==> src/mem_pkg.sv <==
/*
 * Shared sizes, peripheral addresses and region codes for the data memory pipeline,
 * along with the vector types and the request, lane-write and load-control structs
 */
package mem_pkg;

    localparam int CLK_FREQ_HZ           = 12_000_000;
    localparam int TICKS_PER_MICROSECOND = CLK_FREQ_HZ / 1_000_000;
    localparam int DMEM_WORDS            = 1024;
    localparam int PRESCALE_W            = $clog2(TICKS_PER_MICROSECOND);

    typedef logic [31:0]                 addr_t;
    typedef logic [31:0]                 word_t;
    typedef logic [7:0]                  byte_t;
    typedef logic [$clog2(DMEM_WORDS)-1:0] word_index_t;
    typedef logic [3:0]                  byte_en_t;
    typedef logic [1:0]                  offset_t;
    typedef logic [2:0]                  funct3_t;
    typedef logic [1:0]                  region_t;
    typedef logic [7:0]                  duty_t;
    typedef logic [PRESCALE_W-1:0]       prescale_t;

    // Data memory occupies the bottom of the address space
    localparam addr_t DMEM_BYTES  = addr_t'(DMEM_WORDS * 4);
    localparam addr_t LEDS_ADDR   = 32'hFFFF_FFFC;
    localparam addr_t MICROS_ADDR = 32'hFFFF_FFF4;

    localparam prescale_t PRESCALE_MAX = prescale_t'(TICKS_PER_MICROSECOND - 1);

    localparam region_t REGION_DMEM   = 2'd0;
    localparam region_t REGION_LEDS   = 2'd1;
    localparam region_t REGION_MICROS = 2'd2;
    localparam region_t REGION_NONE   = 2'd3;

    // Bit positions inside the RV32I load/store funct3 field
    localparam int FUNCT3_HALF_BIT     = 0;
    localparam int FUNCT3_WORD_BIT     = 1;
    localparam int FUNCT3_UNSIGNED_BIT = 2;

    typedef struct packed {
        logic    write;
        funct3_t funct3;
        addr_t   addr;
        word_t   wdata;
    } mem_req_t;

    // Byte enables here are already qualified by the write strobe
    typedef struct packed {
        region_t     region;
        byte_en_t    byte_en;
        word_index_t index;
        word_t       lane_data;
    } lane_write_t;

    typedef struct packed {
        region_t region;
        funct3_t funct3;
        offset_t offset;
    } load_ctl_t;

endpackage
==> src/load_align.sv <==
/*
 * Stage three: picks memory or peripheral data, then extracts the addressed
 * byte or half-word and sign- or zero-extends it to a full word
 */
`timescale 1ns/1ps

module load_align (
    input  mem_pkg::load_ctl_t load_ctl,
    input  mem_pkg::word_t     dmem_rdata,
    input  mem_pkg::word_t     periph_rdata,
    output mem_pkg::word_t     rdata
);
    import mem_pkg::*;

    word_t   src;
    word_t   shifted;
    offset_t shift_lanes;
    logic    is_word;
    logic    is_half;
    logic    is_unsigned;
    logic    sign_bit;

    assign is_word     = load_ctl.funct3[FUNCT3_WORD_BIT];
    assign is_half     = load_ctl.funct3[FUNCT3_HALF_BIT];
    assign is_unsigned = load_ctl.funct3[FUNCT3_UNSIGNED_BIT];

    assign src = (load_ctl.region == REGION_DMEM) ? dmem_rdata : periph_rdata;

    // Half-words only select on address bit 1
    assign shift_lanes = is_half ? {load_ctl.offset[1], 1'b0} : load_ctl.offset;
    assign shifted     = src >> {shift_lanes, 3'b000};

    always_comb begin
        if (is_word) begin
            sign_bit = 1'b0;
            rdata    = src;
        end else if (is_half) begin
            sign_bit = shifted[15] & ~is_unsigned;
            rdata    = {{16{sign_bit}}, shifted[15:0]};
        end else begin
            sign_bit = shifted[7] & ~is_unsigned;
            rdata    = {{24{sign_bit}}, shifted[7:0]};
        end
    end

endmodule

==> config.mk <==
export PLATFORM = sky130hd
export DESIGN_NAME = load_align
export DESIGN_NICKNAME = d
export VERILOG_FILES = /design/src/mem_pkg.sv /design/src/load_align.sv
export SDC_FILE = /design/constraint.sdc
export NUM_CORES = 1
export LEC_CHECK = 0
export BUFFER_PORTS_ARGS = -buffer_cell sky130_fd_sc_hd__buf_2
export CORE_ASPECT_RATIO = 0.5
export CORE_UTILIZATION = 40
export DETAILED_ROUTE_END_ITERATION = 10
export GPL_TIMING_DRIVEN = 0
export PLACE_DENSITY = 0.95
export SYNTH_ARGS = -nofsm -noshare
export SYNTH_HDL_FRONTEND = slang
export SYNTH_SLANG_ARGS = --single-unit
==> constraint.sdc <==
create_clock -name vclk -period 4.4
set_clock_uncertainty 0.1 [all_clocks]
set_input_delay 1.32 -clock vclk [all_inputs]
set_output_delay 1.32 -clock vclk [all_outputs]
set_load 0.02 [all_outputs]
; ---- Word-level counts from Yosys, hierarchy flattened
; Cells that the tools add are included.
[op_classes]
bitwise = 3
mul = 0
n_reduce_logical = 1
mux = 4
shifts = 1
magnitude_cmp = 0
eq_ne = 0
div = 0
add_sub_neg = 0
[ops]
columns = op, count
row1 = $mux 32, 3
row2 = $shr 32x5->16, 1
row3 = $and 1x1->1, 2
row4 = $logic_not 2->1, 1
row5 = $mux 1, 1
row6 = $not 1->1, 1
[word_totals]
output_inout_bits = 32
wordCells = 9
reg_bits = 0
romBits = 0
latch_bits = 0
memories = 0
ram_bits = 0

; ---- Depth between registers and ports, before layout
; Gate-level depths: netlist of the first run.
[logic_depth]
ltp_word = 6
ltp_mapped = 6
mapped_depth_nobuf = 4

; ---- Worst setup path before layout of the first run
; Ideal clock, no wire load.
[synth_timing]
path_type = input to output
from = in load_ctl[6] (netlist bit)
to = out rdata[23]
t_arrival_ns = 2.753
path_slack_ns = 0.227
stages = 5
cell_sequence = nor2_4 > mux2i_1 > mux4_2 > buf_6 > o221ai_1
[synth_between]
elab_chain_len = 6
word_cells_on_any_way = 7
classes_between = shift (1) / mux (3) / bitwise (2) / reduce/logical (1)
[synth_rtl]
columns = item, line_no
row1 = start: declaration, load_align.sv:8  ; input mem_pkg::load_ctl_t load_ctl,
row2 = $logic_not 2->1 (*), load_align.sv:27  ; assign src = (load_ctl.region == REGION_DMEM) ? dmem_rdata : periph_rdata;
row3 = $mux 32 (*), load_align.sv:27
row4 = $shr 32x5->16, load_align.sv:31  ; assign shifted = src >> {shift_lanes, 3'b000};
row5 = "$and 1x1->1, on equally long branches", "load_align.sv:41, load_align.sv:38"
row6 = $mux 32, load_align.sv:37  ; end else if (is_half) begin
row7 = $mux 32 (*), load_align.sv:34  ; if (is_word) begin
row8 = end: declaration, load_align.sv:11  ; output mem_pkg::word_t rdata
; Every way passes the cells marked *; elsewhere a longest branch is shown, timed or not.

; ---- Final worst setup path of the first run
[layout_timing]
from = in load_ctl[6] (netlist bit)
to = out rdata[12]
[layout_between]
elab_chain_len = 6
[layout_rtl]
columns = item, line_no
row1 = $logic_not 2->1 (*), load_align.sv:27
row2 = $mux 32 (*), load_align.sv:27
row3 = $shr 32x5->16, load_align.sv:31
row4 = $and 1x1->1, load_align.sv:41  ; sign_bit = shifted[7] & ~is_unsigned;
row5 = $mux 32, load_align.sv:37
row6 = $mux 32 (*), load_align.sv:34
; Marks and branches as above.

==> results of run 1 <==
[worst paths after layout]
path	start	slack (ns)	end	depth (start not counted)
worst max-delay path	load_ctl[6]	-0.08	rdata[12]	8
worst min-delay path	dmem_rdata[21]	3.01	rdata[21]	4
[cell usage in the layout (no fill, tap or decap), drive strengths merged]
cell type,n
nor2,3
mux4,2
nand3,1
o221ai,24
o221a,7
o22a,8
a22oi,7
mux2i,40
clkbuf,7
nand2b,9
buf,112
clkinv,2
inv,1
nand2,9
[cell usage after synthesis]
master    count
mux4_2        2
mux2i_1      40
nor2_4        1
clkinv_1      2
buf_4         3
a22oi_1       7
o221a_2       7
nand2b_1      9
buf_6         2
o221ai_1     16
nand3_1       1
o22a_1        8
buf_2         3
o221ai_2      8
nand2_1       9
inv_1         1
nor2_1        2
buf_1         2
clkbuf_1      6
[worst max-delay path: stages]
cell,delay (ns)
buf_2,0.12
nor2_4,0.18
buf_12,0.15
mux2i_2,0.10
mux4_2,0.54
buf_6,0.17
o221ai_1,0.24
buf_2,0.22
[layer usage]
layer / vias to the layer above / track usage (%) / share of wire [%]
met2: 192 / 58.04 / 46
met1: 837 / 35.96 / 37
met4: 0 / 16.35 / 7.7
met3: 61 / 5.581 / 9.9
met5: - / 0 / 0
li1: 752 / - / -
[timing repair]
action,in CTS,in global routing
resized for setup,9,38
pin swaps,1,1
buffers inserted,1,1
hold buffers,0,0
setup endpoints to repair,25,32
[power groups by stage]
stage	Clock [mW]	Sequential (mW)	Combinational, mW
CTS	0	0	0.253
global placement	0	0	0.238
finish	0	0	0.294
global route	0	0	0.306
floorplan	0	0	0.161
detailed placement	0	0	0.247
[cells by family (layout without fill, tap and decap cells)]
kind of cell           Yosys count  after routing  synth area share, %
AO/OA/AOI/OAI                   46             46                41.14
multiplexers                    42             42                39.69
AND/OR/NAND/NOR                 22             22                10.14
buffers and inverters           19            122                9.029
[metrics by stage]
step | hold slack [ns] | power (mW) | instance area, µm² | setup slack, ns | setup TNS, ns
2_1_floorplan | 2.853 | 0.1614 | 1122 | 0.2270 | 0
3_3_place_gp | 2.987 | 0.2382 | 1674 | -0.05222 | -0.2816
3_5_place_dp | 2.992 | 0.2469 | 1674 | -0.1470 | -1.470
4_1_cts | 3.002 | 0.2535 | 1715 | 0.001791 | 0
5_1_grt | 3.030 | 0.3056 | 1864 | -0.1163 | -1.072
6_report | 3.005 | 0.2942 | 1864 | -0.07707 | -0.4213
[area by class of cell]
| type | count | area [µm²] | area share, % |
|---|---|---|---|
| multi-input combinational | 110 | 1105 | 59.26 |
| inverter | 3 | 11.26 | 0.6040 |
| tap | 37 | 46.29 | 2.483 |
| timing repair buffer | 103 | 588.1 | 31.54 |
| buffer | 16 | 113.9 | 6.107 |
==> flow_summary.toml, run 1 <==
[critical_path]
crit_type = "in -> out"
critPathRequiredTime_ns = 2.98
worstPathArrival_ns = 3.06
critPathMaxFanout = 5
critPathCaptureType = "output pin"
crit_path_start_kind = "input port"

[floorplan]
ioPinCount = 103
coreArea_mm2 = 0.002635
fp.dieH_um = 39.46
core.rowCount = 13
die_w_um = 76.91
die_area_mm2 = 0.003034
start_util_pct = 42.59

[cells_and_area]
drive_above_1_share_pct = 62.93
n_fill_cell = 182
syn2layout_area_growth_pct = 66.11
insertedDiodeCount = 0
nets = 305
seq_cell_count = 0
clock_buffers = 0
fin_util_pct = 70.75
regArea_um2 = 0
finalNonFillerCells = 269

[synth]
synthCells = 129
ys_warn_count = 0
ys_seq_area_share_pct = 0
syn_area_per_cell_um2 = 8.700
yosysTopAreaCell = "mux2i_1"
synth_top_cell_area_share_pct = 35.67
synth.distinct_cells = 19
synth_nets = 200
syn_area_mm2 = 0.001122
synth_area_leaders = "mux2i_1, o221ai_1, o221ai_2"

[detailed_routing]
vias = 1842
via_per_inst = 6.848
drt_pre_antenna_iters = 5
drt_iter0_markers = 239
final_antenna_net_count = 0
wl_per_cell_um = 21.24
drc_errors = 0
routed_wl_um = 5714

[grt]
grt_max_degree = 11
grt_usage_pct = 31.16
gr-total-overflow = 0
antenna_found_initial = 0
grt_pass1_wl_um = 7307
grt_pass1_vias = 1551

[power_and_ir_drop]
seqPwrFrac_pct = 0
power_frac_clock_pct = 0
power.density_mw_per_mm2 = 157.8
internal_power_mw = 0.1290
power.ir.vdd_worst_mv = 0.07313
p_comb_share_pct = 100.0
power_switching_share_pct = 56.14
power_switching_mw = 0.1651
p_leak_nw = 0.8704

[placement]
dp_cells = 267
port-buffer-count = 101
dp_hpwl_um = 3807
gp_congestion = 0.8751

[timing]
post-route-min-period_ns = 4.477
setup_viol = 15
worstMarginPinSlew_ns = 0.6382
worst_slack_ns = -0.07707
rsz0062_at_grt = "true"
finalHoldViolations = 0
fmaxAchievable_mhz = 223.4
fin_crit_sh_pct = 101.8
maxSlewViolCount = 0
slew_headroom_pct = 57.45

[hold_path]
hold_path_class = "in -> out"

[run]
max-cap-violations = 0

[outcome]
violations = "setup timing"
status = "complete, but fails checks"
Power figures use the tool's default switching activity.
==> run 2: changes to the inputs <==
--- a/config.mk
+++ b/config.mk
@@ -5,7 +5,7 @@
 export SDC_FILE = /design/constraint.sdc
 export NUM_CORES = 1
 export LEC_CHECK = 0
-export BUFFER_PORTS_ARGS = -buffer_cell sky130_fd_sc_hd__buf_2
+export BUFFER_PORTS_ARGS = -buffer_cell sky130_fd_sc_hd__clkbuf_2
 export CORE_ASPECT_RATIO = 0.5
 export CORE_UTILIZATION = 40
 export DETAILED_ROUTE_END_ITERATION = 10
==> flow_summary.toml, run 2 (synthesized netlist as in run 1, its figures left out) <==
[cells_and_area]
final_common_cell = "clkbuf_2"
drive_above_1_share_pct = 63.36
clock_buffers = 0
final_cell_mix = "clkbuf_2, mux2i_1, o221ai_1"
postLayoutCellArea_mm2 = 0.001834
regArea_um2 = 0
finalNonFillerCells = 269
syn2layout_area_growth_pct = 63.43
seq_cell_count = 0
nets = 305
insertedDiodeCount = 0

[critical_path]
crit_path_start_kind = "input port"
crit_type = "in -> out"
worstPathArrival_ns = 2.97
cp_slowest_cell = "mux4_2"
critPathMaxFanout = 10
slowest_delay_ns = 0.54
path_cells = "clkbuf_2 > nor2_4 > buf_12 > mux2i_2 > mux4_2 > buf_6 > o221ai_1 > clkbuf_2"
cp_top_family = "buffers and inverters"
crit_top_cell = "clkbuf_2"
critPathCaptureType = "output pin"
critPathRequiredTime_ns = 2.98
cp_num_buf_inv = 4

[timing]
fmaxAchievable_mhz = 227.6
worstMarginPinSlew_ns = 0.5991
finalHoldViolations = 0
slew_headroom_pct = 60.06
fin_crit_sh_pct = 99.85
setup_viol = 0
maxSlewViolCount = 0
post-route-min-period_ns = 4.393
setup_tns_ns = 0

[floorplan]
die_area_mm2 = 0.003034
coreArea_mm2 = 0.002635
ioPinCount = 103
fp.dieH_um = 39.46
start_util_pct = 42.59
core.rowCount = 13
die_w_um = 76.91

[hold_path]
hold_path_class = "in -> out"

[detailed_routing]
drc_errors = 0
drt_iter0_markers = 290
final_antenna_net_count = 0
vias = 1777
via_per_inst = 6.606
wl_per_cell_um = 18.94
routed_wl_um = 5094
drt_pre_antenna_iters = 5

[placement]
gp_congestion = 0.8719
port-buffer-count = 101
dp_hpwl_um = 3449
place_area_mm2 = 0.001674
dp_cells = 267

[grt]
antenna_found_initial = 0
grt_pass1_vias = 1403
met3_usage_pct = 3.023
grt_max_degree = 11
globalRouteMet1Util_pct = 33.29
top_usage_layer = "met2"
gr-total-overflow = 0
grt_pass1_wl_um = 6437
grt_usage_pct = 27.22
met2_usage_pct = 50.89

[power_and_ir_drop]
power_frac_clock_pct = 0
power.ir.vdd_worst_mv = 0.06114
p_comb_share_pct = 100.0
internal_power_mw = 0.1218
p_leak_nw = 0.8743
power_switching_share_pct = 56.64
power_mw = 0.2809
power.density_mw_per_mm2 = 153.1
seqPwrFrac_pct = 0
power_switching_mw = 0.1591

[run]
max-cap-violations = 0

[clock_tree]
cts_hold_buf = 0

[outcome]
status = "finished clean"
[run 2: cell types whose count changed in the layout (fill, tap and decap cells not counted), sizes merged]
cell | before | now
buf | 112 | 19
clkbuf | 7 | 100
[run 2: cell type report]
cell class	instances	area, µm²
Buffer	16	121.4
Multi-Input combinational cell	110	1112
Fill cell	198	800.8
Inverter	3	11.26
Tap cell	37	46.29
Timing Repair Buffer	103	543.0
[run 2: per-layer routing]
metal | wire length, µm | vias to the layer above
li1 | - | 752
met1 | 1946 | 824
met2 | 2322 | 154
met3 | 464 | 47
met4 | 360 | 0
met5 | 0 | -
[run 2: final timing paths]
check                  startpoint   endpoint  depth (start not counted)  slack [ns]
worst max-delay path  load_ctl[5]  rdata[20]                          8       0.007
worst min-delay path  load_ctl[3]   rdata[9]                          4        3.00
[run 2: stage by stage]
| step | util [%] | setup WS, ns | hold WS [ns] |
|---|---|---|---|
| after detailed placement | 63.53 | -0.07909 | 3.010 |
| after global placement | 63.53 | -0.04541 | 3.003 |
| after CTS | 64.96 | 0.01481 | 3.013 |
| after floorplan | - | 0.2270 | 2.853 |
| after global routing | 69.61 | -0.02813 | 3.037 |
| final | 69.61 | 0.006546 | 3.000 |
[run 2: what timing repair did]
action / CTS / global route
resized for setup: 8 / 33
gates cloned: 0 / 0
endpoints found under the hold margin: 0 / 0
buffers inserted: 1 / 1
setup endpoints to repair: 19 / 30
pin swaps: 0 / 1
[run 2: power groups by stage]
stage	logic, mW	clock network [mW]	registers [mW]
finish	0.281	0	0
CTS	0.251	0	0
detailed placement	0.245	0	0
floorplan	0.161	0	0
global placement	0.239	0	0
global route	0.295	0	0
