File: config.mk
export PLATFORM = sky130hd
export DESIGN_NAME = access_decode
export DESIGN_NICKNAME = d
export VERILOG_FILES = /design/src/mem_pkg.sv /design/src/access_decode.sv
export SDC_FILE = /design/constraint.sdc
export NUM_CORES = 1
export LEC_CHECK = 0
export BUFFER_PORTS_ARGS = -buffer_cell sky130_fd_sc_hd__buf_2
export CAP_MARGIN = 20
export CORE_AREA = 3 3 56 58
export CTS_CLUSTER_DIAMETER = 80
export CTS_CLUSTER_SIZE = 20
export DETAILED_ROUTE_END_ITERATION = 7
export DIE_AREA = 0 0 59 61
export PLACE_DENSITY = 0.85
export SLEW_MARGIN = 20
export SYNTH_ARGS = -nofsm -noshare
export SYNTH_HDL_FRONTEND = slang
export SYNTH_SLANG_ARGS = --single-unit
File: constraint.sdc
create_clock -name clk -period 1.51 [get_ports clk]
set_input_delay 0.2265 -clock clk [delete_from_list [all_inputs] [get_ports clk]]
set_output_delay 0.2265 -clock clk [all_outputs]
set_load 0.05 [all_outputs]
File: src/mem_pkg.sv
/*
 * Shared sizes, peripheral addresses and region codes for the data memory pipeline,
 * along with the vector types and the request, lane-write and load-control structs
 */
package mem_pkg;

    localparam int CLK_FREQ_HZ           = 12_000_000;
    localparam int TICKS_PER_MICROSECOND = CLK_FREQ_HZ / 1_000_000;
    localparam int DMEM_WORDS            = 1024;
    localparam int PRESCALE_W            = $clog2(TICKS_PER_MICROSECOND);

    typedef logic [31:0]                 addr_t;
    typedef logic [31:0]                 word_t;
    typedef logic [7:0]                  byte_t;
    typedef logic [$clog2(DMEM_WORDS)-1:0] word_index_t;
    typedef logic [3:0]                  byte_en_t;
    typedef logic [1:0]                  offset_t;
    typedef logic [2:0]                  funct3_t;
    typedef logic [1:0]                  region_t;
    typedef logic [7:0]                  duty_t;
    typedef logic [PRESCALE_W-1:0]       prescale_t;

    // Data memory occupies the bottom of the address space
    localparam addr_t DMEM_BYTES  = addr_t'(DMEM_WORDS * 4);
    localparam addr_t LEDS_ADDR   = 32'hFFFF_FFFC;
    localparam addr_t MICROS_ADDR = 32'hFFFF_FFF4;

    localparam prescale_t PRESCALE_MAX = prescale_t'(TICKS_PER_MICROSECOND - 1);

    localparam region_t REGION_DMEM   = 2'd0;
    localparam region_t REGION_LEDS   = 2'd1;
    localparam region_t REGION_MICROS = 2'd2;
    localparam region_t REGION_NONE   = 2'd3;

    // Bit positions inside the RV32I load/store funct3 field
    localparam int FUNCT3_HALF_BIT     = 0;
    localparam int FUNCT3_WORD_BIT     = 1;
    localparam int FUNCT3_UNSIGNED_BIT = 2;

    typedef struct packed {
        logic    write;
        funct3_t funct3;
        addr_t   addr;
        word_t   wdata;
    } mem_req_t;

    // Byte enables here are already qualified by the write strobe
    typedef struct packed {
        region_t     region;
        byte_en_t    byte_en;
        word_index_t index;
        word_t       lane_data;
    } lane_write_t;

    typedef struct packed {
        region_t region;
        funct3_t funct3;
        offset_t offset;
    } load_ctl_t;

endpackage
File: src/access_decode.sv
/*
 * Stage one: address region decode, store byte enables and lane-aligned write data,
 * plus the registered load control handed on to the alignment stage
 */
`timescale 1ns/1ps

module access_decode (
    input  logic                 clk,
    input  logic                 rst_n,
    input  mem_pkg::mem_req_t    req,
    output mem_pkg::lane_write_t lane_wr,
    output mem_pkg::load_ctl_t   load_ctl
);
    import mem_pkg::*;

    region_t  region;
    offset_t  offset;
    byte_en_t size_mask;
    word_t    aligned_data;
    logic     is_word;
    logic     is_half;

    assign offset  = req.addr[1:0];
    assign is_word = req.funct3[FUNCT3_WORD_BIT];
    assign is_half = req.funct3[FUNCT3_HALF_BIT];

    // Peripherals match on the word address so byte and half-word stores reach their lanes
    always_comb begin
        if (req.addr < DMEM_BYTES) begin
            region = REGION_DMEM;
        end else if (req.addr[31:2] == LEDS_ADDR[31:2]) begin
            region = REGION_LEDS;
        end else if (req.addr[31:2] == MICROS_ADDR[31:2]) begin
            region = REGION_MICROS;
        end else begin
            region = REGION_NONE;
        end
    end

    // Replicating the low bits puts the store data on whichever lanes get enabled
    always_comb begin
        if (is_word) begin
            size_mask    = 4'b1111;
            aligned_data = req.wdata;
        end else if (is_half) begin
            size_mask    = offset[1] ? 4'b1100 : 4'b0011;
            aligned_data = {2{req.wdata[15:0]}};
        end else begin
            size_mask    = byte_en_t'(1) << offset;
            aligned_data = {4{req.wdata[7:0]}};
        end
    end

    always_comb begin
        lane_wr.region    = region;
        lane_wr.byte_en   = req.write ? size_mask : '0;
        lane_wr.index     = req.addr[$clog2(DMEM_WORDS)+1:2];
        lane_wr.lane_data = aligned_data;
    end

    always_ff @(posedge clk or negedge rst_n) begin
        if (!rst_n) begin
            load_ctl <= '{region: REGION_NONE, funct3: '0, offset: '0};
        end else begin
            load_ctl <= '{region: region, funct3: req.funct3, offset: offset};
        end
    end

    a_word_aligned: assert property (@(posedge clk) disable iff (!rst_n)
        is_word |-> offset == 2'd0);

    a_half_aligned: assert property (@(posedge clk) disable iff (!rst_n)
        (!is_word && is_half) |-> !offset[0]);

endmodule

**After elaboration in Yosys (flattened, before gate mapping)**

Cells that the tools add are included.
Widths: inputs -> output; s select.

- Multiplexer cells: 9
- Eq/ne operators: 2
- Shift operators: 1
- $lt $le $gt $ge: 1

Operators with widths:

| kind | number |
|---|---|
| $mux 32 | 2 |
| $eq 30x30->1 const B | 2 |
| $lt 32x13->1 const B | 1 |
| $mux 4 | 4 |
| $mux 2 | 2 |
| $shl 1x2->4 const A | 1 |
| $mux 1 | 1 |

- Bits of input ports: 70
- Output and inout port bits: 55
- Word-level logic and storage cells: 16
- Bits in registers: 7

**Logic depth before layout (Yosys ltp)**

Gate-level depths: netlist of run 1.

- Word-level depth: 4
- Mapped depth: 4
- Mapped depth without buffers: 4

**Worst setup path after synthesis of run 1**

Ideal clock, no wire load.

- Path type: input-to-output
- Start: input req[65] (netlist name)
- End: output lane_wr[25] (netlist name)
- Data required time: 1.283 ns
- Slack: -0.330 ns
- Path buffers: 2
- Stages on the path: 3
- Data arrival time: 1.614 ns
- Cell sequence: buf_6 buf_4 o21ai_0

RTL lines:

| what | line | text |
|---|---|---|
| from (decl) | access_decode.sv:10 | `input mem_pkg::mem_req_t req,` |
| to (decl) | access_decode.sv:11 | `output mem_pkg::lane_write_t lane_wr,` |

==> qor.yml, run 1 <==
status: "complete, no violations"
worstPathArrival_ns: 1.23
drt_pass1_iterations: 4
vias: 1198
wl_per_cell_um: 12.9
use_met3_pct: 6.81
ys_ff_latch: 7
path_max_fanout: 20
regMostFlops: "load_ctl"
synth_top_family_by_area: "multiplexers"
critical-path-slowest-cell: "mux2_2"
final_max_slew_viol_count: 0
grt_pass1_vias: 1133
synth_compound_gate_area_share_pct: 8.99
fmax_ghz: 0.687
cellLeakagePower_nw: 0.799
grtUsageTotal_pct: 16.2
fin_crit_ns: 1.46
hold_path.class: "primary input to flip-flop"
hold_path_depth: 1
placed_cell_area_um2: 1420
design_area_um2: 1470
fp-row-count: 19
syn_to_final_growth_pct: 64.9
pre_cts_slack_ns: -0.0185
path_cells: "clkbuf_4 > nor2_8 > mux2_2 > buf_2"
grt.overflow.total: 0
die_area_um2: 3600
port_buffers: 124
setup_slack_ns: 0.0542
clockRootBuffer: "clkbuf_4"
critPathCaptureType: "primary output"
die_h_um: 61
finalCritPeriodShare_pct: 96.4
tritoncts: "done"
fin_cells: 246
dpl.hpwl_mm: 2.80
drive_above_1_share_pct: 71.6
slew-limit-headroom_pct: 82.1
drt_iter0_drc: 42
nFillCells: 241
netlist.top_cell.by_area: "mux2_2"
syn_area_per_cell_um2: 8.65
max_stage_delay_ns: 0.36
p_per_area_nw_per_um2: 689
initial_core_util_pct: 32.9
met1_usage_pct: 12.1
synth.distinct_cells: 22
clk_pin_slew_ns: 0.05
drv_cap: 0
drc_errors: 0
top_usage_layer: "met2"
yosys-top-cells-area: "mux2_2 (20%), buf_4 (16%), dfrtp_1 (14%)"
synth.cell_area_um2: 891
worstSetupStartpointType: "primary input"
yosys.area.top_type_share_pct: 20.2
final_cell_mix: "buf_2 (122), mux2_2 (16), nand2_1 (10)"
finalHoldViolCount: 0
largest_reg_flops: 7
layout_commonest_cell: "buf_2"
antenna_found_initial: 0
crit_type: "primary input to primary output"
ys_seq_area_share_pct: 19.9
grt_start_max_net_pins: 21
synth_cells: 103
synthMuxAreaShare_pct: 29.2
cts-htree-levels: 1
setup_viol: 0
core-area_um2: 2710
worstHoldStart: "req[66]"
post_cts_buffers: 0
cts.path.max_buffers: 2
cp.required_ns: 1.28
place_congestion: 0.716
synth-adder-area-share_pct: 0
grt_pass1_wl_mm: 4.37
diodes: 0
power.total_mw: 1.01
ant_nets: 0
fin_nets: 286
critical_path.startpoint: "req[65]"
io_pins: 125
avgViaCountPerCell: 4.87
grt_util_met2_pct: 35.2
reg.largest.list: "load_ctl (7)"
post_synth_xor_area_fraction_pct: 0
ir_drop_mv: 0.581
clock-sinks: 7
worst_slew_pin_slew_ns: 0.267
routed_wl_mm: 3.17
die_w_um: 59
yosys.area_share.simple_pct: 21.2
syn_nets: 173
cts_buffers: 3
ys.warnings.count: 0
place_inst: 241
metrics by stage:
stage / setup TNS (ns) / hold slack (ns) / util, %
finish: 0 / 0.0900 / 54.2
global route: -0.00630 / 0.0760 / 54.2
CTS: 0 / 0.0781 / 53.9
detailed placement: -0.0185 / 0.0591 / 52.2
global placement: 0 / 0.0610 / 52.2
floorplan: -0.663 / -0.0691 / -
logic make-up after synthesis:
logic type / count (synthesis)
muxes: 24
AOI/OAI and AO/OA: 14
buffers and inverters: 23
DFF: 7
and+or+nand+nor: 35
power breakdown:
| group | switching [mW] | leakage [nW] | internal [mW] | total [mW] |
|---|---|---|---|---|
| logic | 0.466 | 0.705 | 0.193 | 0.659 |
| clock network | 0.0571 | 0.0150 | 0.100 | 0.157 |
| registers | 0.00116 | 0.0793 | 0.195 | 0.196 |
routing by layer:
layer | vias to the layer above | wire (um) | part of all wire [%]
li1 | 586 | - | -
met1 | 516 | 929 | 29
met2 | 92 | 1720 | 54
met3 | 4 | 500 | 16
met4 | 0 | 26 | 0.82
met5 | - | 0 | 0
layout make-up:
cell class	count	area [um^2]	area share (%)
inverters	1	3.75	0.256
flip-flops and latches	7	178	12.1
well taps	31	38.8	2.64
repair buffers	130	677	46.1
clock buffers	4	26.3	1.79
multi-input cells	73	546	37.1
critical path, delay by kind of cell:
family / cells / cell delay (ns)
simple gates: 1 / 0.20
buf+inv: 2 / 0.44
mux: 1 / 0.36
synth_stat cells:
master	number
o21ai_0	8
inv_1	1
nand2_1	10
a41oi_1	1
nor3_1	1
mux2_2	16
nand2b_1	1
o21a_1	2
nor2_1	6
a21oi_1	2
nor2_8	1
nand3_1	2
buf_8	1
nor4_1	6
mux2i_1	8
buf_6	2
a31oi_1	1
dfrtp_1	5
buf_4	19
nor2b_1	2
nand4_1	6
dfstp_2	2
repair_timing:
item                       CTS  global route
gates resized for setup      2             3
pin swaps                    0             1
hold endpoints to repair     7             0
hold buffers                 1             0
setup endpoints to repair    1            14
final timing paths:
| check | endpoint | slack, ns |
|---|---|---|
| setup / recovery | lane_wr[14] | 0.05 |
| hold / removal | load_ctl[4] | 0.09 |
| max in group asynchronous | load_ctl[5] | 0.95 |
| min in group asynchronous | load_ctl[4] | 0.34 |
No activity file was read; power rests on OpenSTA's default activity.
==> run 2, diff against run 1 <==
--- a/config.mk
+++ b/config.mk
@@ -12,6 +12,7 @@
 export CTS_CLUSTER_SIZE = 20
 export DETAILED_ROUTE_END_ITERATION = 7
 export DIE_AREA = 0 0 59 61
+export MAX_ROUTING_LAYER = met4
 export PLACE_DENSITY = 0.85
 export SLEW_MARGIN = 20
 export SYNTH_ARGS = -nofsm -noshare
==> run 2 against run 1 <==
  * Die area stayed put
  * Hold slack stayed put
  * Non-clock buffer count stayed put
  * Worst setup slack hardly changed
  * Via count stayed put
  * Sequential cell count stayed put
  * Total power hardly changed
  * Critical path depth is 2 higher
  * Sequential power hardly changed
  * Highest routed layer unchanged
==> qor.yml, run 2 (synthesis gave the netlist of run 1 again) <==
status: "complete, no violations"
clock-sinks: 7  # unchanged
seqCellArea_um2: 178  # unchanged
largest_reg_flops: 7  # unchanged
crit_top_cell: "buf_2"
io_pins: 125  # unchanged
final_max_slew_viol_count: 0  # unchanged
cp.required_ns: 1.28  # about the same
p_per_area_nw_per_um2: 690  # about the same
syn_to_final_growth_pct: 64.9  # unchanged
die_area_um2: 3600  # unchanged
critPathCapture: "lane_wr[46]"
tritoncts: "done"
grt_pass1_vias: 1135  # +0.18%
die_w_um: 59  # unchanged
avgViaCountPerCell: 4.87  # unchanged
worst_slew_pin_slew_ns: 0.267  # unchanged
multiInputGateArea_um2: 546  # unchanged
finalCritPeriodShare_pct: 96.4  # about the same
reg.largest.list: "load_ctl (7)"
ant_nets: 0  # unchanged
routed_wl_mm: 3.17  # about the same
grtUsageTotal_pct: 16.7  # +0.52 points
setup_slack_ns: 0.0546  # +0.000346 ns
crit_type: "primary input to primary output"
worstPathArrival_ns: 1.23  # about the same
place_congestion: 0.724  # +1.2%
critPathCaptureType: "primary output"
nFillCells: 241  # unchanged
worstSetupStartpointType: "primary input"
cts.path.max_buffers: 2  # unchanged
tns_ns: 0  # unchanged
power.total_mw: 1.01  # about the same
fin_nets: 286  # unchanged
clockRootBuffer: "clkbuf_4"
cellLeakagePower_nw: 0.799  # unchanged
cts_buffers: 3  # unchanged
initial_core_util_pct: 32.9  # unchanged
wl_per_cell_um: 12.9  # about the same
vias: 1198  # unchanged
critical_path.startpoint: "req[61]"
grt.overflow.total: 0  # unchanged
worstHoldStart: "req[66]"
path_cells: "buf_2 > nor4_1 > nand3_1 > nor2_2 > a31oi_1 > buf_2"
grt_pass1_wl_mm: 4.37  # -0.16%
final_util_pct: 54.2  # unchanged
max_stage_delay_ns: 0.30  # -0.06 ns
critical-path-slowest-cell: "nor4_1"
path_max_fanout: 2  # -90%
drt_pass1_iterations: 4  # unchanged
final_cell_mix: "buf_2 (122), mux2_2 (16), nand2_1 (10)"
finalHoldViolCount: 0  # unchanged
drive_above_1_share_pct: 71.6  # unchanged
grt_start_max_net_pins: 21  # unchanged
port_buffers: 124  # unchanged
ir_drop_mv: 0.581  # about the same
die_h_um: 61  # unchanged
drt_iter0_drc: 48  # +14%
slew-limit-headroom_pct: 82.1  # unchanged
pre_cts_slack_ns: -0.0185  # unchanged
hold_path.class: "primary input to flip-flop"
setup_viol: 0  # unchanged
layout_commonest_cell: "buf_2"
drv_cap: 0  # unchanged
fmax_ghz: 0.687  # about the same
cts-htree-levels: 1  # unchanged
clk_pin_slew_ns: 0.05  # about the same
fp-row-count: 19  # unchanged
antenna_found_initial: 0  # unchanged
fin_crit_ns: 1.46  # -0.000347 ns
dpl.hpwl_mm: 2.80  # unchanged
diodes: 0  # unchanged
drc_errors: 0  # unchanged
fin_hold_ws_ns: 0.0900  # unchanged
core-area_um2: 2710  # unchanged
regMostFlops: "load_ctl"
-- run 2: cell counts in the layout (fill, tap and decap cells not counted) --
Identical to the previous run, type by type.
-- run 2: metrics by stage --
step,instance area (um^2),std cells
final,1470,246
after global routing,1470,246
after CTS,1460,246
after detailed placement,1420,241
after global placement,1420,241
after floorplan,898,103
-- run 2: timing repair --
item | CTS | global route
resized for setup | 2 | 3
endpoints found under the hold margin | 7 | 0
setup buffers | 0 | 0
pin swaps | 0 | 1
hold buffers | 1 | 0
setup endpoints to repair | 1 | 13
-- run 2: worst min path at each step --
stage	end	slack [ns]	cells past startpoint
after floorplan	load_ctl[0]	-0.07	0
after global placement	load_ctl[2]	0.06	1
after detailed placement	load_ctl[2]	0.06	1
after CTS	load_ctl[4]	0.08	1
after global routing	load_ctl[4]	0.08	1
final	load_ctl[4]	0.09	1
-- run 2: final cells by class --
| cell class | instances | share of cell area [%] |
|---|---|---|
| multi-input combinational | 73 | 37.1 |
| tap | 31 | 2.64 |
| clock buffer | 4 | 1.79 |
| inverter | 1 | 0.256 |
| sequential | 7 | 12.1 |
| timing repair buffer | 130 | 46.1 |
-- run 2: power breakdown --
group          switching, mW  leakage, nW  internal, mW  total [mW]
logic                  0.467        0.705         0.193       0.660
clock network         0.0571       0.0150         0.100       0.157
registers            0.00116       0.0793         0.195       0.196
-- run 2: per-layer routing --
layer  GRT usage, %  vias up  wire [um]
li1               -      585          -
met1           13.5      517        984
met2           35.2       92       1710
met3           4.47        4        451
met4           5.50        0         26
met5              -        -          0
-- run 2: worst max-delay path, delay by kind of cell --
kind / cells / cell delay [ns]
AND/OR/NAND/NOR: 3 / 0.61
buffers and inverters: 2 / 0.32
AO/OA/AOI/OAI: 1 / 0.07
