===== src/mem_pkg.sv =====
/*
 * Shared sizes, peripheral addresses and region codes for the data memory pipeline,
 * along with the vector types and the request, lane-write and load-control structs
 */
package mem_pkg;

    localparam int CLK_FREQ_HZ           = 12_000_000;
    localparam int TICKS_PER_MICROSECOND = CLK_FREQ_HZ / 1_000_000;
    localparam int DMEM_WORDS            = 1024;
    localparam int PRESCALE_W            = $clog2(TICKS_PER_MICROSECOND);

    typedef logic [31:0]                 addr_t;
    typedef logic [31:0]                 word_t;
    typedef logic [7:0]                  byte_t;
    typedef logic [$clog2(DMEM_WORDS)-1:0] word_index_t;
    typedef logic [3:0]                  byte_en_t;
    typedef logic [1:0]                  offset_t;
    typedef logic [2:0]                  funct3_t;
    typedef logic [1:0]                  region_t;
    typedef logic [7:0]                  duty_t;
    typedef logic [PRESCALE_W-1:0]       prescale_t;

    // Data memory occupies the bottom of the address space
    localparam addr_t DMEM_BYTES  = addr_t'(DMEM_WORDS * 4);
    localparam addr_t LEDS_ADDR   = 32'hFFFF_FFFC;
    localparam addr_t MICROS_ADDR = 32'hFFFF_FFF4;

    localparam prescale_t PRESCALE_MAX = prescale_t'(TICKS_PER_MICROSECOND - 1);

    localparam region_t REGION_DMEM   = 2'd0;
    localparam region_t REGION_LEDS   = 2'd1;
    localparam region_t REGION_MICROS = 2'd2;
    localparam region_t REGION_NONE   = 2'd3;

    // Bit positions inside the RV32I load/store funct3 field
    localparam int FUNCT3_HALF_BIT     = 0;
    localparam int FUNCT3_WORD_BIT     = 1;
    localparam int FUNCT3_UNSIGNED_BIT = 2;

    typedef struct packed {
        logic    write;
        funct3_t funct3;
        addr_t   addr;
        word_t   wdata;
    } mem_req_t;

    // Byte enables here are already qualified by the write strobe
    typedef struct packed {
        region_t     region;
        byte_en_t    byte_en;
        word_index_t index;
        word_t       lane_data;
    } lane_write_t;

    typedef struct packed {
        region_t region;
        funct3_t funct3;
        offset_t offset;
    } load_ctl_t;

endpackage

===== src/periph_regs.sv =====
/*
 * Stage two peripherals: LED duty register with four 8-bit PWM outputs,
 * free-running microsecond counter and the registered peripheral read port
 */
`timescale 1ns/1ps

module periph_regs (
    input  logic                 clk,
    input  logic                 rst_n,
    input  mem_pkg::lane_write_t lane_wr,
    output mem_pkg::word_t       periph_rdata,
    output logic                 led,
    output logic                 red,
    output logic                 green,
    output logic                 blue
);
    import mem_pkg::*;

    // Lane 3 drives the user LED, lanes 2 to 0 drive red, green and blue
    duty_t     duty [4];
    duty_t     pwm_cnt;
    prescale_t prescale;
    word_t     micros;
    logic      leds_hit;

    assign leds_hit = (lane_wr.region == REGION_LEDS);

    always_ff @(posedge clk or negedge rst_n) begin
        if (!rst_n) begin
            for (int l = 0; l < 4; l++) begin
                duty[l] <= '0;
            end
        end else if (leds_hit) begin
            for (int l = 0; l < 4; l++) begin
                if (lane_wr.byte_en[l]) begin
                    duty[l] <= lane_wr.lane_data[8*l +: 8];
                end
            end
        end
    end

    // Wraps every 256 cycles, so each output is high for exactly duty cycles per period
    always_ff @(posedge clk or negedge rst_n) begin
        if (!rst_n) begin
            pwm_cnt <= '0;
        end else begin
            pwm_cnt <= pwm_cnt + duty_t'(1);
        end
    end

    assign led   = (pwm_cnt < duty[3]);
    assign red   = (pwm_cnt < duty[2]);
    assign green = (pwm_cnt < duty[1]);
    assign blue  = (pwm_cnt < duty[0]);

    always_ff @(posedge clk or negedge rst_n) begin
        if (!rst_n) begin
            prescale <= '0;
            micros   <= '0;
        end else if (prescale == PRESCALE_MAX) begin
            prescale <= '0;
            micros   <= micros + word_t'(1);
        end else begin
            prescale <= prescale + prescale_t'(1);
        end
    end

    always_ff @(posedge clk or negedge rst_n) begin
        if (!rst_n) begin
            periph_rdata <= '0;
        end else begin
            case (lane_wr.region)
                REGION_LEDS:   periph_rdata <= {duty[3], duty[2], duty[1], duty[0]};
                REGION_MICROS: periph_rdata <= micros;
                default:       periph_rdata <= '0;
            endcase
        end
    end

    a_prescale_range: assert property (@(posedge clk) disable iff (!rst_n)
        prescale <= PRESCALE_MAX);

endmodule


===== config.mk =====
export PLATFORM = sky130hd
export DESIGN_NAME = periph_regs
export DESIGN_NICKNAME = d
export VERILOG_FILES = /design/src/mem_pkg.sv /design/src/periph_regs.sv
export SDC_FILE = /design/constraint.sdc
export NUM_CORES = 1
export LEC_CHECK = 0
export BUFFER_PORTS_ARGS = -buffer_cell sky130_fd_sc_hd__buf_2
export CAP_MARGIN = 5
export CORE_UTILIZATION = 35
export DETAILED_ROUTE_END_ITERATION = 10
export HOLD_SLACK_MARGIN = 0.08
export PLACE_DENSITY = 0.5
export SYNTH_ARGS = -nofsm -noshare
export SYNTH_HDL_FRONTEND = slang
export SYNTH_SLANG_ARGS = --single-unit

===== constraint.sdc =====
create_clock -name clk -period 2 [get_ports clk]
set_input_delay 0.1 -clock clk [delete_from_list [all_inputs] [get_ports clk]]
set_output_delay 0.1 -clock clk [all_outputs]
set_load 0.02 [all_outputs]

== After elaboration in Yosys (flattened, before gate mapping) ==
Index checks and enable logic that the tools add are counted.
Word-level totals
  RAM bits: 0
  output and inout bits: 36
  latch bits: 0
  ROM bits: 0
  register bits: 108
  bits of input ports: 50
  memories: 0
Operators by class
  reduce and logical (&&, ||, !) cells: 4
  muxes and demuxes: 2
  divide/modulo/power cells: 0
  equality and inequality tests: 3
  $add $sub $neg: 3
  magnitude comparators: 4
  bitwise logic cells: 0
  multipliers: 0
  shift operators: 0
Operators by type and width (number)
  $pmux W32 S2: 1
  $add A32 B1 Y32 const B: 1
  $lt A8 B8 Y1: 4
  $add A8 B1 Y8 const B: 1
  $reduce_and A2 Y1: 4
  $add A4 B1 Y4 const B: 1
  $eq A4 B4 Y1 const B: 1
  $mux W4: 1
  $eq A2 B1 Y1 const B: 1
  $eq A2 B2 Y1 const B: 1

== Longest topological paths before layout ==
Gate-level depths: netlist (run 1).
  depth in word-level cells: 2
  gate-level depth with buffers: 8
  depth with buffers taken out: 6

== Worst setup path before layout (run 1) ==
Ideal clock, no wire load.
  path type: register -> register
  from: register prescale[0]
  to: register micros[31]
  data arrival time: 1.775 ns
  stages on the path, launching flop included: 9
  setup time: 0.079 ns
  data required time: 1.921 ns
  slack: 0.145 ns
  clock period less this slack: 1.855 ns
  path through: dfrtp_1 -> ha_1 -> and3b_1 -> buf_6 -> nand3_2 -> or4_4 -> buf_6 -> nor3_2 -> xor2_1
On the way
  longest elaborated chain between the ends: 1
Ends and longest elaborated chain
  start, declared: line periph_regs.sv:22  | prescale_t prescale;
  start signal, assigned: line periph_regs.sv:64  | prescale <= prescale + prescale_t'(1);
  $eq A4 B4 Y1: line periph_regs.sv:60  | end else if (prescale == PRESCALE_MAX) begin
  end signal, assigned: line periph_regs.sv:62  | micros <= micros + word_t'(1);
  end, declared: line periph_regs.sv:23  | word_t micros;
Every way passes these cells.
A chain may end at the register's enable or synchronous reset.

== Worst setup path in the final report (run 1) ==
  from: register pwm_cnt[7]
  to: output red
On the way
  longest elaborated chain between the ends: 1
Ends and longest elaborated chain
  start, declared: line periph_regs.sv:21  | duty_t pwm_cnt;
  start signal, assigned: line periph_regs.sv:47  | pwm_cnt <= pwm_cnt + duty_t'(1);
  $lt A8 B8 Y1: line periph_regs.sv:52  | assign red = (pwm_cnt < duty[2]);
  end, declared: line periph_regs.sv:13  | output logic red,
Every way passes these cells.

==> results of run 1 <==
==> metal layers <==
metal  part of all wire [%]  GRT usage, %
met5                      0             0
met1                     47          22.5
met2                     48          28.2
met3                    2.8          3.00
met4                    1.9          7.48
==> critical path, cell delays in order (launching register included) <==
cell	delay, ps
dfrtp_2	520
ha_4	280
and3_4	170
a22o_1	220
a311oi_2	250
buf_4	200
==> area by class of cell <==
| type | count | area [um2] |
|---|---|---|
| inverter | 31 | 116 |
| timing repair buffer | 127 | 873 |
| multi-input combinational | 278 | 2360 |
| tap | 180 | 225 |
| sequential | 108 | 2710 |
| fill | 1297 | 7360 |
| clock buffer | 12 | 256 |
| clock inverter | 2 | 35.0 |
==> where the power goes <==
group	switching, uW	internal [uW]	total [uW]
Combinational	436	427	863
Sequential	128	2340	2470
Clock	771	1020	1800
==> Yosys cell counts, drive strengths merged <==
master / number
xnor2: 21
inv: 31
buf: 3
ha: 33
and3: 9
nand4: 10
a21boi: 4
mux2: 34
a311oi: 4
or4: 1
nand2: 19
and3b: 1
nor3: 3
a22o: 4
o21ai: 5
xor2: 17
a22oi: 32
nand3: 11
clkbuf: 11
dfrtp: 108
nor2: 54
a21o: 4
and4: 6
nand2b: 1
a21oi: 4
and2: 1
==> stage by stage <==
stage                     TNS [ps]  area [um2]  power (uW)  util (%)
after floorplan                  0        5010        2900         -
after global placement           0        5660        3180      40.6
after detailed placement         0        5660        3210      40.6
after CTS                     -313        6540        5190      46.9
after global routing          -535        6580        5410      47.2
final                         -261        6580        5120      47.2
==> state kept, by name, summed over array words and instances (netlist names) <==
signal / flops
micros: 32
periph_rdata: 32
pwm_cnt: 8
prescale: 4
duty: 32
==> cells in the final DEF (no fill, tap or decap), types with 2 or more instances in the layout <==
cell type	instances
clkbuf_8	2
a311oi_2	4
inv_1	30
a22o_1	4
nor3_2	2
and3_4	5
o21ai_1	4
clkbuf_16	9
ha_4	14
nor2_1	54
a21boi_0	3
dfrtp_1	104
nand3_2	2
xor2_1	17
a21o_1	4
a21oi_2	3
nand3_1	9
and4_2	3
ha_1	18
nand4_1	9
buf_4	23
buf_2	70
dfrtp_2	4
and3_1	3
a22oi_1	32
dlygate4sd3_1	33
nand2_1	19
and4_1	3
mux2_2	34
xnor2_1	21
==> logic make-up after synthesis <==
family	after synthesis	share of synthesized area [%]
flip-flops	108	53.9
AO/OA/AOI/OAI	57	8.29
adder cells (fa/ha/maj)	33	8.24
AND/OR/NAND/NOR	116	11.6
buffers and inverters	45	3.74
XOR/XNOR	38	6.64
multiplexers	34	7.64
==> worst max-delay path by stage <==
stage,from,end,cells past startpoint
final,pwm_cnt[7]$_DFF_PN0_,red,5
after global routing,pwm_cnt[5]$_DFF_PN0_,led,5
after CTS,pwm_cnt[1]$_DFF_PN0_,red,6
after detailed placement,prescale[0]$_DFF_PN0_,micros[22]$_DFFE_PN0N_,8
after global placement,prescale[0]$_DFF_PN0_,micros[22]$_DFFE_PN0N_,8
after floorplan,prescale[0]$_DFF_PN0_,micros[31]$_DFFE_PN0N_,8
==> what timing repair did <==
| action | CTS | global route |
|---|---|---|
| hold buffers | 33 | 0 |
| pin swaps | 16 | 7 |
| hold endpoints to repair | 140 | 0 |
| resized for setup | 36 | 6 |
| setup endpoints to repair | 4 | 12 |
| setup buffers | 4 | 1 |
==> run_results.csv, run 1 <==
group,metric,value,unit
status,outcome,"complete, but fails checks",
status,violations,"setup timing",
floorplan,die_w,122,um
routing,drt_iter0_drc,167,
worst_setup_path,crit_required,1900,ps
timing,setup_viol,4,
timing,drv_slew,0,
global_route,grt_pass1_wl,19.3,mm
floorplan,die-area,14800,um2
timing,finClkSkew,9.02,ps
routing,vias,3646,
timing,period_share,104,%
logic_synthesis,yosysTopAreaCell,"dfrtp_1",
layout,nets,638,
routing,routed_wl,11.6,mm
worst_setup_path,start_kind,"flip-flop",
routing,first_pass_iters,4,
global_route,gr-total-overflow,0,
floorplan,start_util,36.0,%
logic_synthesis,yosys_warnings,0,
logic_synthesis,synth.top_cell.area_share,53.9,%
timing,rsz0062_at_grt,"true",
run,drv_cap,0,
worst_setup_path,reg2reg_setup_slack,130,ps
timing,period_needed,2080,ps
floorplan,coreArea,13900,um2
routing,via_per_inst,4.94,
logic_synthesis,synth.distinct_cells,33,
clock_network,clkSinkCount,108,
clock_network,cts_tree,"done",
layout,antenna_cells,0,
logic_synthesis,ys_seq_area_share,53.9,%
worst_setup_path,r2r-end,"micros[31]$_DFFE_PN0N_",
timing,slew_headroom,57.7,%
timing,finalHoldWorstSlack,306,ps
power_and_ir_drop,ir_drop,0.000440,V
layout,area_delta_synth_final,31.2,%
placement,dp_hpwl,7.96,mm
global_route,grt_start_max_net_pins,109,
timing,fmaxAchievable,481,MHz
logic_synthesis,syn_nets,514,
layout,drive_gt1_share,33.0,%
logic_synthesis,postSynthCellCount,431,
clock_network,numCtsBuffers,9,
clock_network,path_clk_slew,70,ps
hold_path,holdCritPathClass,"in -> async",
clock_network,htree_levels,3,
layout,fin_cells,738,
clock_network,root_buffer,"clkbuf_16",
routing,avgRoutedWirePerCell,15.8,um
worst_setup_path,critPathKind,"reg -> out",
placement,dp.cells,686,
worst_setup_path,r2r-start,"prescale[0]$_DFF_PN0_",
routing,drc,0,
placement,gp_congestion,0.772,
global_route,track_usage,17.2,%
placement,portBuffers,75,
worst_setup_path,rr_worst_depth,6,
floorplan,fp-row-count,43,
clock_network,cts_buffer_depth,2,
placement,place_ws,19.0,ps
worst_setup_path,crit_fanout,5,
worst_setup_path,end_kind,"output pin",
logic_synthesis,mappedNetlistArea,5010,um2
timing,hold_violations,0,
global_route,antenna_found_initial,0,
logic_synthesis,synth-seq-cells,108,
floorplan,die_height,122,um
timing,tightest_slew,634,ps
worst_setup_path,cp.arrival,1980,ps
logic_synthesis,synth_area_leaders,"dfrtp_1 (54%), ha_1 (8.2%), mux2_2 (7.6%), a22oi_1 (4.8%), nor2_1 (4.0%)",
timing,fin_ws,-79.8,ps
global_route,first_global_vias,3798,
clock_network,insertion_delay,350,ps
power_and_ir_drop,p_leak,0.00320,uW
logic_synthesis,avgSynthCellArea,11.6,um2
routing,antenna_left,0,
power_and_ir_drop,cellPowerDensity,779,nW/um2
floorplan,io_pins,86,
No activity file was read; power rests on OpenSTA's default activity.
==> run 2, diff against run 1 <==
PLACE_DENSITY = default   (was 0.5)
==> run 2 against run 1 <==
Effect of this change: sequential share of layout area is 0.17 points lower; core utilization is 0.20 points higher; cell count stayed put; design area is 0.42% higher; clock-buffer cell count stayed put; non-clock buffer count is 2 lower; fmax is 2.5% lower; critical endpoint is now led; the run still ends with setup timing left; via count is 2.8% lower.
==> run_results.csv, run 2 (synthesis gave the netlist of run 1 again) <==
group,metric,value,unit
timing,tightest_slew,573,ps
worst_setup_path,start_kind,"flip-flop",
global_route,track_usage,16.8,%
routing,drt_iter0_drc,201,
floorplan,start_util,36.0,%
clock_network,insertion_delay,360,ps
global_route,grt_start_max_net_pins,109,
floorplan,fp-row-count,43,
routing,wl_met3,454,um
layout,fill_cells,1264,
routing,antenna_left,0,
timing,finalHoldWorstSlack,354,ps
run,drv_cap,0,
power_and_ir_drop,switching_share,24.6,%
placement,portBuffers,75,
timing,setup_viol,4,
clock_network,path_clk_slew,70,ps
timing,period_needed,2130,ps
worst_setup_path,end_kind,"output pin",
timing,drv_slew,0,
timing,hold_violations,0,
global_route,grt_pass1_wl,18.8,mm
timing,slew_headroom,61.8,%
timing,period_share,107,%
clock_network,root_buffer,"clkbuf_16",
worst_setup_path,critPathKind,"reg -> out",
worst_setup_path,crit_fanout,5,
clock_network,cts_tree,"done",
routing,first_pass_iters,5,
global_route,gr-total-overflow,0,
clock_network,htree_levels,3,
timing,finClkSkew,10.6,ps
worst_setup_path,crit_required,1900,ps
power_and_ir_drop,ir_drop,0.000449,V
timing,fin_ws,-133,ps
power_and_ir_drop,p_total,5500,uW
layout,reg_top3,"duty x32, micros x32, periph_rdata x32",
routing,via_per_inst,4.80,
routing,vias,3544,
layout,area_delta_synth_final,31.7,%
global_route,antenna_found_initial,0,
layout,final_common_cell,"dfrtp_1",
layout,drive_gt1_share,32.1,%
power_and_ir_drop,p_leak,0.00324,uW
timing,fmaxAchievable,469,MHz
status,outcome,"complete, but fails checks",
power_and_ir_drop,power_frac_comb,15.4,%
layout,nets,636,
global_route,first_global_vias,3711,
routing,avgRoutedWirePerCell,15.6,um
floorplan,coreArea,13900,um2
floorplan,die_height,122,um
layout,antenna_cells,0,
routing,met1_length,5.27,mm
layout,most-common-layout-cells,"dfrtp_1 (104), buf_2 (70), nor2_1 (53)",
clock_network,clkSinkCount,108,
worst_setup_path,cp_cell_sequence,"ha_4, and3_4, a22o_1, a311oi_2, buf_4",
clock_network,cts_buffer_depth,2,
placement,dp_hpwl,7.80,mm
floorplan,die-area,14800,um2
clock_network,numCtsBuffers,9,
power_and_ir_drop,cellPowerDensity,832,nW/um2
floorplan,io_pins,86,
routing,drc,0,
worst_setup_path,reg2reg_setup_slack,90,ps
placement,gp_congestion,0.797,
power_and_ir_drop,power.share.sequential,44.9,%
worst_setup_path,max_stage_delay,520,ps
power_and_ir_drop,pwr-share-clk,39.7,%
power_and_ir_drop,p_int,4150,uW
routing,wl_met2,5.58,mm
power_and_ir_drop,switchingPower,1350,uW
status,violations,"setup timing",
layout,fin_util,47.4,%
worst_setup_path,cp.arrival,2030,ps
hold_path,holdCritPathClass,"in -> reg",
timing,rsz0062_at_grt,"true",
worst_setup_path,cp_slowest_cell,"dfrtp_2",
routing,routed_wl,11.5,mm
routing,routed.top_layer,"met4",
floorplan,die_w,122,um
## run 2: critical path, delay by kind of cell (launching register included)
family	cells	cell delay (ps)
compound gates	2	550
buf+inv	1	210
fa+ha+maj	1	250
flops	1	520
simple gates	1	150
## run 2: stage by stage
stage | cells | area, um2 | TNS (ps) | setup WS, ps
floorplan | 431 | 5010 | 0 | 145
global placement | 684 | 5650 | 0 | 107
detailed placement | 684 | 5650 | 0 | 60.4
CTS | 736 | 6490 | -398 | -117
global route | 738 | 6610 | -765 | -202
finish | 738 | 6610 | -412 | -133
## run 2: power groups by stage
| stage | registers, uW | logic (uW) | clock network (uW) |
|---|---|---|---|
| after floorplan | 2490 | 408 | 0 |
| after global placement | 2510 | 664 | 0 |
| after detailed placement | 2510 | 695 | 0 |
| after CTS | 2470 | 826 | 2220 |
| after global routing | 2480 | 952 | 2310 |
| final | 2470 | 848 | 2180 |
## run 2: area by class of cell
| type | count | area [um2] | share of cell area, % |
|---|---|---|---|
| sequential | 108 | 2710 | 41.0 |
| timing repair buffer | 125 | 862 | 13.1 |
| clock inverter | 4 | 120 | 1.82 |
| tap | 180 | 225 | 3.41 |
| inverter | 31 | 116 | 1.76 |
| clock buffer | 12 | 246 | 3.73 |
| multi-input combinational | 278 | 2330 | 35.2 |
## run 2: final timing paths
check | start | end | depth (start not counted)
worst max-delay path | pwm_cnt[7]$_DFF_PN0_ | led | 5
max in group asynchronous | rst_n | pwm_cnt[1]$_DFF_PN0_ | 3
worst min-delay path | lane_wr[45] | duty[4]$_DFFE_PN0P_ | 3
worst min register to register | prescale[0]$_DFF_PN0_ | prescale[0]$_DFF_PN0_ | 1
min in group asynchronous | rst_n | periph_rdata[22]$_DFF_PN0_ | 3
worst max register to register | prescale[0]$_DFF_PN0_ | micros[31]$_DFFE_PN0N_ | 6
## run 2: repair_timing
action / in CTS / in global routing
hold buffers: 33 / 0
endpoints found under the hold margin: 140 / 0
pin swaps: 13 / 8
gates cloned: 0 / 0
gates resized for setup: 27 / 12
setup endpoints to repair: 4 / 12
setup buffers: 3 / 2
## run 2: per-layer routing
layer  track usage [%]  vias up
li1                  -     1746
met1              22.2     1699
met2              26.9       83
met3              2.48       16
met4              8.26        0
met5                 0        -
==> run 3, diff against run 2 <==
CORE_MARGIN = 1.5   (was default)
==> run 3 against run 2 <==
Effect of this change: the run still ends with setup timing left; critical endpoint is now blue; via count rose by 2.7%; global-route usage down 0.53 points; hold slack lost 100 ps; cell count fell by 0.14%.
==> run_results.csv, run 3 (synthesis gave the netlist of run 1 again) <==
group,metric,value,unit
clock_network,path_clk_slew,70,ps
timing,period_share,103,%
timing,fmaxAchievable,483,MHz
floorplan,io_pins,86,
placement,dp_hpwl,7.91,mm
worst_setup_path,cp_slowest_cell,"dfrtp_2",
timing,fin_tns_setup,-238,ps
worst_setup_path,max_stage_delay,520,ps
layout,area_delta_synth_final,31.2,%
worst_setup_path,cp_cell_sequence,"ha_4, and3_4, a22o_1, a311oi_2, buf_4",
floorplan,die_w,123,um
global_route,antenna_found_initial,0,
global_route,grt_pass1_wl,18.5,mm
routing,drt_iter0_drc,209,
clock_network,htree_levels,3,
routing,via_per_inst,4.94,
global_route,grt_start_max_net_pins,45,
worst_setup_path,start_kind,"flip-flop",
global_route,gr-total-overflow,0,
routing,met1_length,5.35,mm
timing,fin_ws,-69.5,ps
hold_path,holdCritPathClass,"in -> async",
power_and_ir_drop,p_leak,0.00319,uW
clock_network,root_buffer,"clkbuf_16",
timing,period_needed,2070,ps
floorplan,start_util,36.0,%
global_route,track_usage,16.3,%
layout,final_common_cell,"dfrtp_1",
routing,routed_wl,11.5,mm
floorplan,die_height,123,um
routing,wl_met2,5.49,mm
layout,fin_util,47.2,%
clock_network,clkSinkCount,108,
timing,tightest_slew,486,ps
layout,drive_gt1_share,32.9,%
power_and_ir_drop,cellPowerDensity,783,nW/um2
routing,avgRoutedWirePerCell,15.6,um
routing,routed.top_layer,"met4",
worst_setup_path,crit_required,1900,ps
timing,slew_headroom,67.6,%
status,violations,"setup timing",
clock_network,numCtsBuffers,9,
worst_setup_path,worst-path-buf-inv,1,
layout,antenna_cells,0,
timing,finClkSkew,4.42,ps
global_route,first_global_vias,3743,
clock_network,insertion_delay,350,ps
run,drv_cap,0,
routing,vias,3638,
placement,dp.cells,684,
worst_setup_path,cp.arrival,1970,ps
timing,drv_slew,0,
clock_network,cts_buffer_depth,2,
layout,fin_cells,737,
floorplan,coreArea,13900,um2
placement,portBuffers,75,
routing,wl_met3,349,um
routing,antenna_left,0,
timing,hold_violations,0,
floorplan,die-area,15100,um2
worst_setup_path,critPathKind,"reg -> out",
routing,drc,0,
layout,most-common-layout-cells,"dfrtp_1 (104), buf_2 (70), nor2_1 (54)",
layout,fill_cells,1272,
clock_network,cts_tree,"done",
timing,setup_viol,4,
layout,reg_top3,"duty x32, micros x32, periph_rdata x32",
power_and_ir_drop,p_total,5150,uW
status,outcome,"complete, but fails checks",
power_and_ir_drop,ir_drop,0.000438,V
timing,finalHoldWorstSlack,251,ps
timing,rsz0062_at_grt,"true",
placement,gp_congestion,0.828,
worst_setup_path,path_delay_family,"flip-flops",
floorplan,fp-row-count,43,
worst_setup_path,crit_fanout,6,
worst_setup_path,end_kind,"output pin",
layout,nets,635,
routing,first_pass_iters,4,
-- run 3: cell type report --
cell class / count / area [um2] / area share, %
inverter: 31 / 116 / 1.77
timing repair buffer: 124 / 851 / 12.9
clock inverter: 4 / 47.5 / 0.723
sequential: 108 / 2710 / 41.2
tap: 180 / 225 / 3.42
clock buffer: 12 / 256 / 3.90
multi-input combinational: 278 / 2370 / 36.1
-- run 3: power breakdown --
group	internal [uW]	switching, uW
clock	1040	785
combinational	428	442
sequential	2340	125
total	3800	1350
-- run 3: per-stage QoR --
step	setup slack (ps)	area, um2
finish	-69.5	6580
global route	-131	6580
CTS	-123	6450
detailed placement	62.9	5650
global placement	96.7	5650
floorplan	145	5010
-- run 3: routing by layer --
metal	vias to the layer above	track usage, %
met2	67	26.2
met3	21	2.83
met4	0	7.56
met5	-	0
li1	1753	-
met1	1797	21.3
-- run 3: final timing paths --
path                                       start                         end  slack, ps  cells past startpoint
setup / recovery            pwm_cnt[6]$_DFF_PN0_                        blue        -70                      5
hold / removal                             rst_n        duty[13]$_DFFE_PN0P_        250                      2
setup reg to reg           prescale[0]$_DFF_PN0_      micros[31]$_DFFE_PN0N_        100                      6
hold reg to reg            prescale[0]$_DFF_PN0_       prescale[0]$_DFF_PN0_        460                      1
max in group asynchronous                  rst_n  periph_rdata[12]$_DFF_PN0_       1020                      3
min in group clk                     lane_wr[45]         duty[6]$_DFFE_PN0P_        350                      3
-- run 3: repair_timing --
action | in CTS | in global routing
setup endpoints to repair | 4 | 10
pin swaps | 6 | 20
setup buffers | 1 | 3
hold buffers | 33 | 0
hold endpoints to repair | 67 | 0
gates resized for setup | 28 | 16
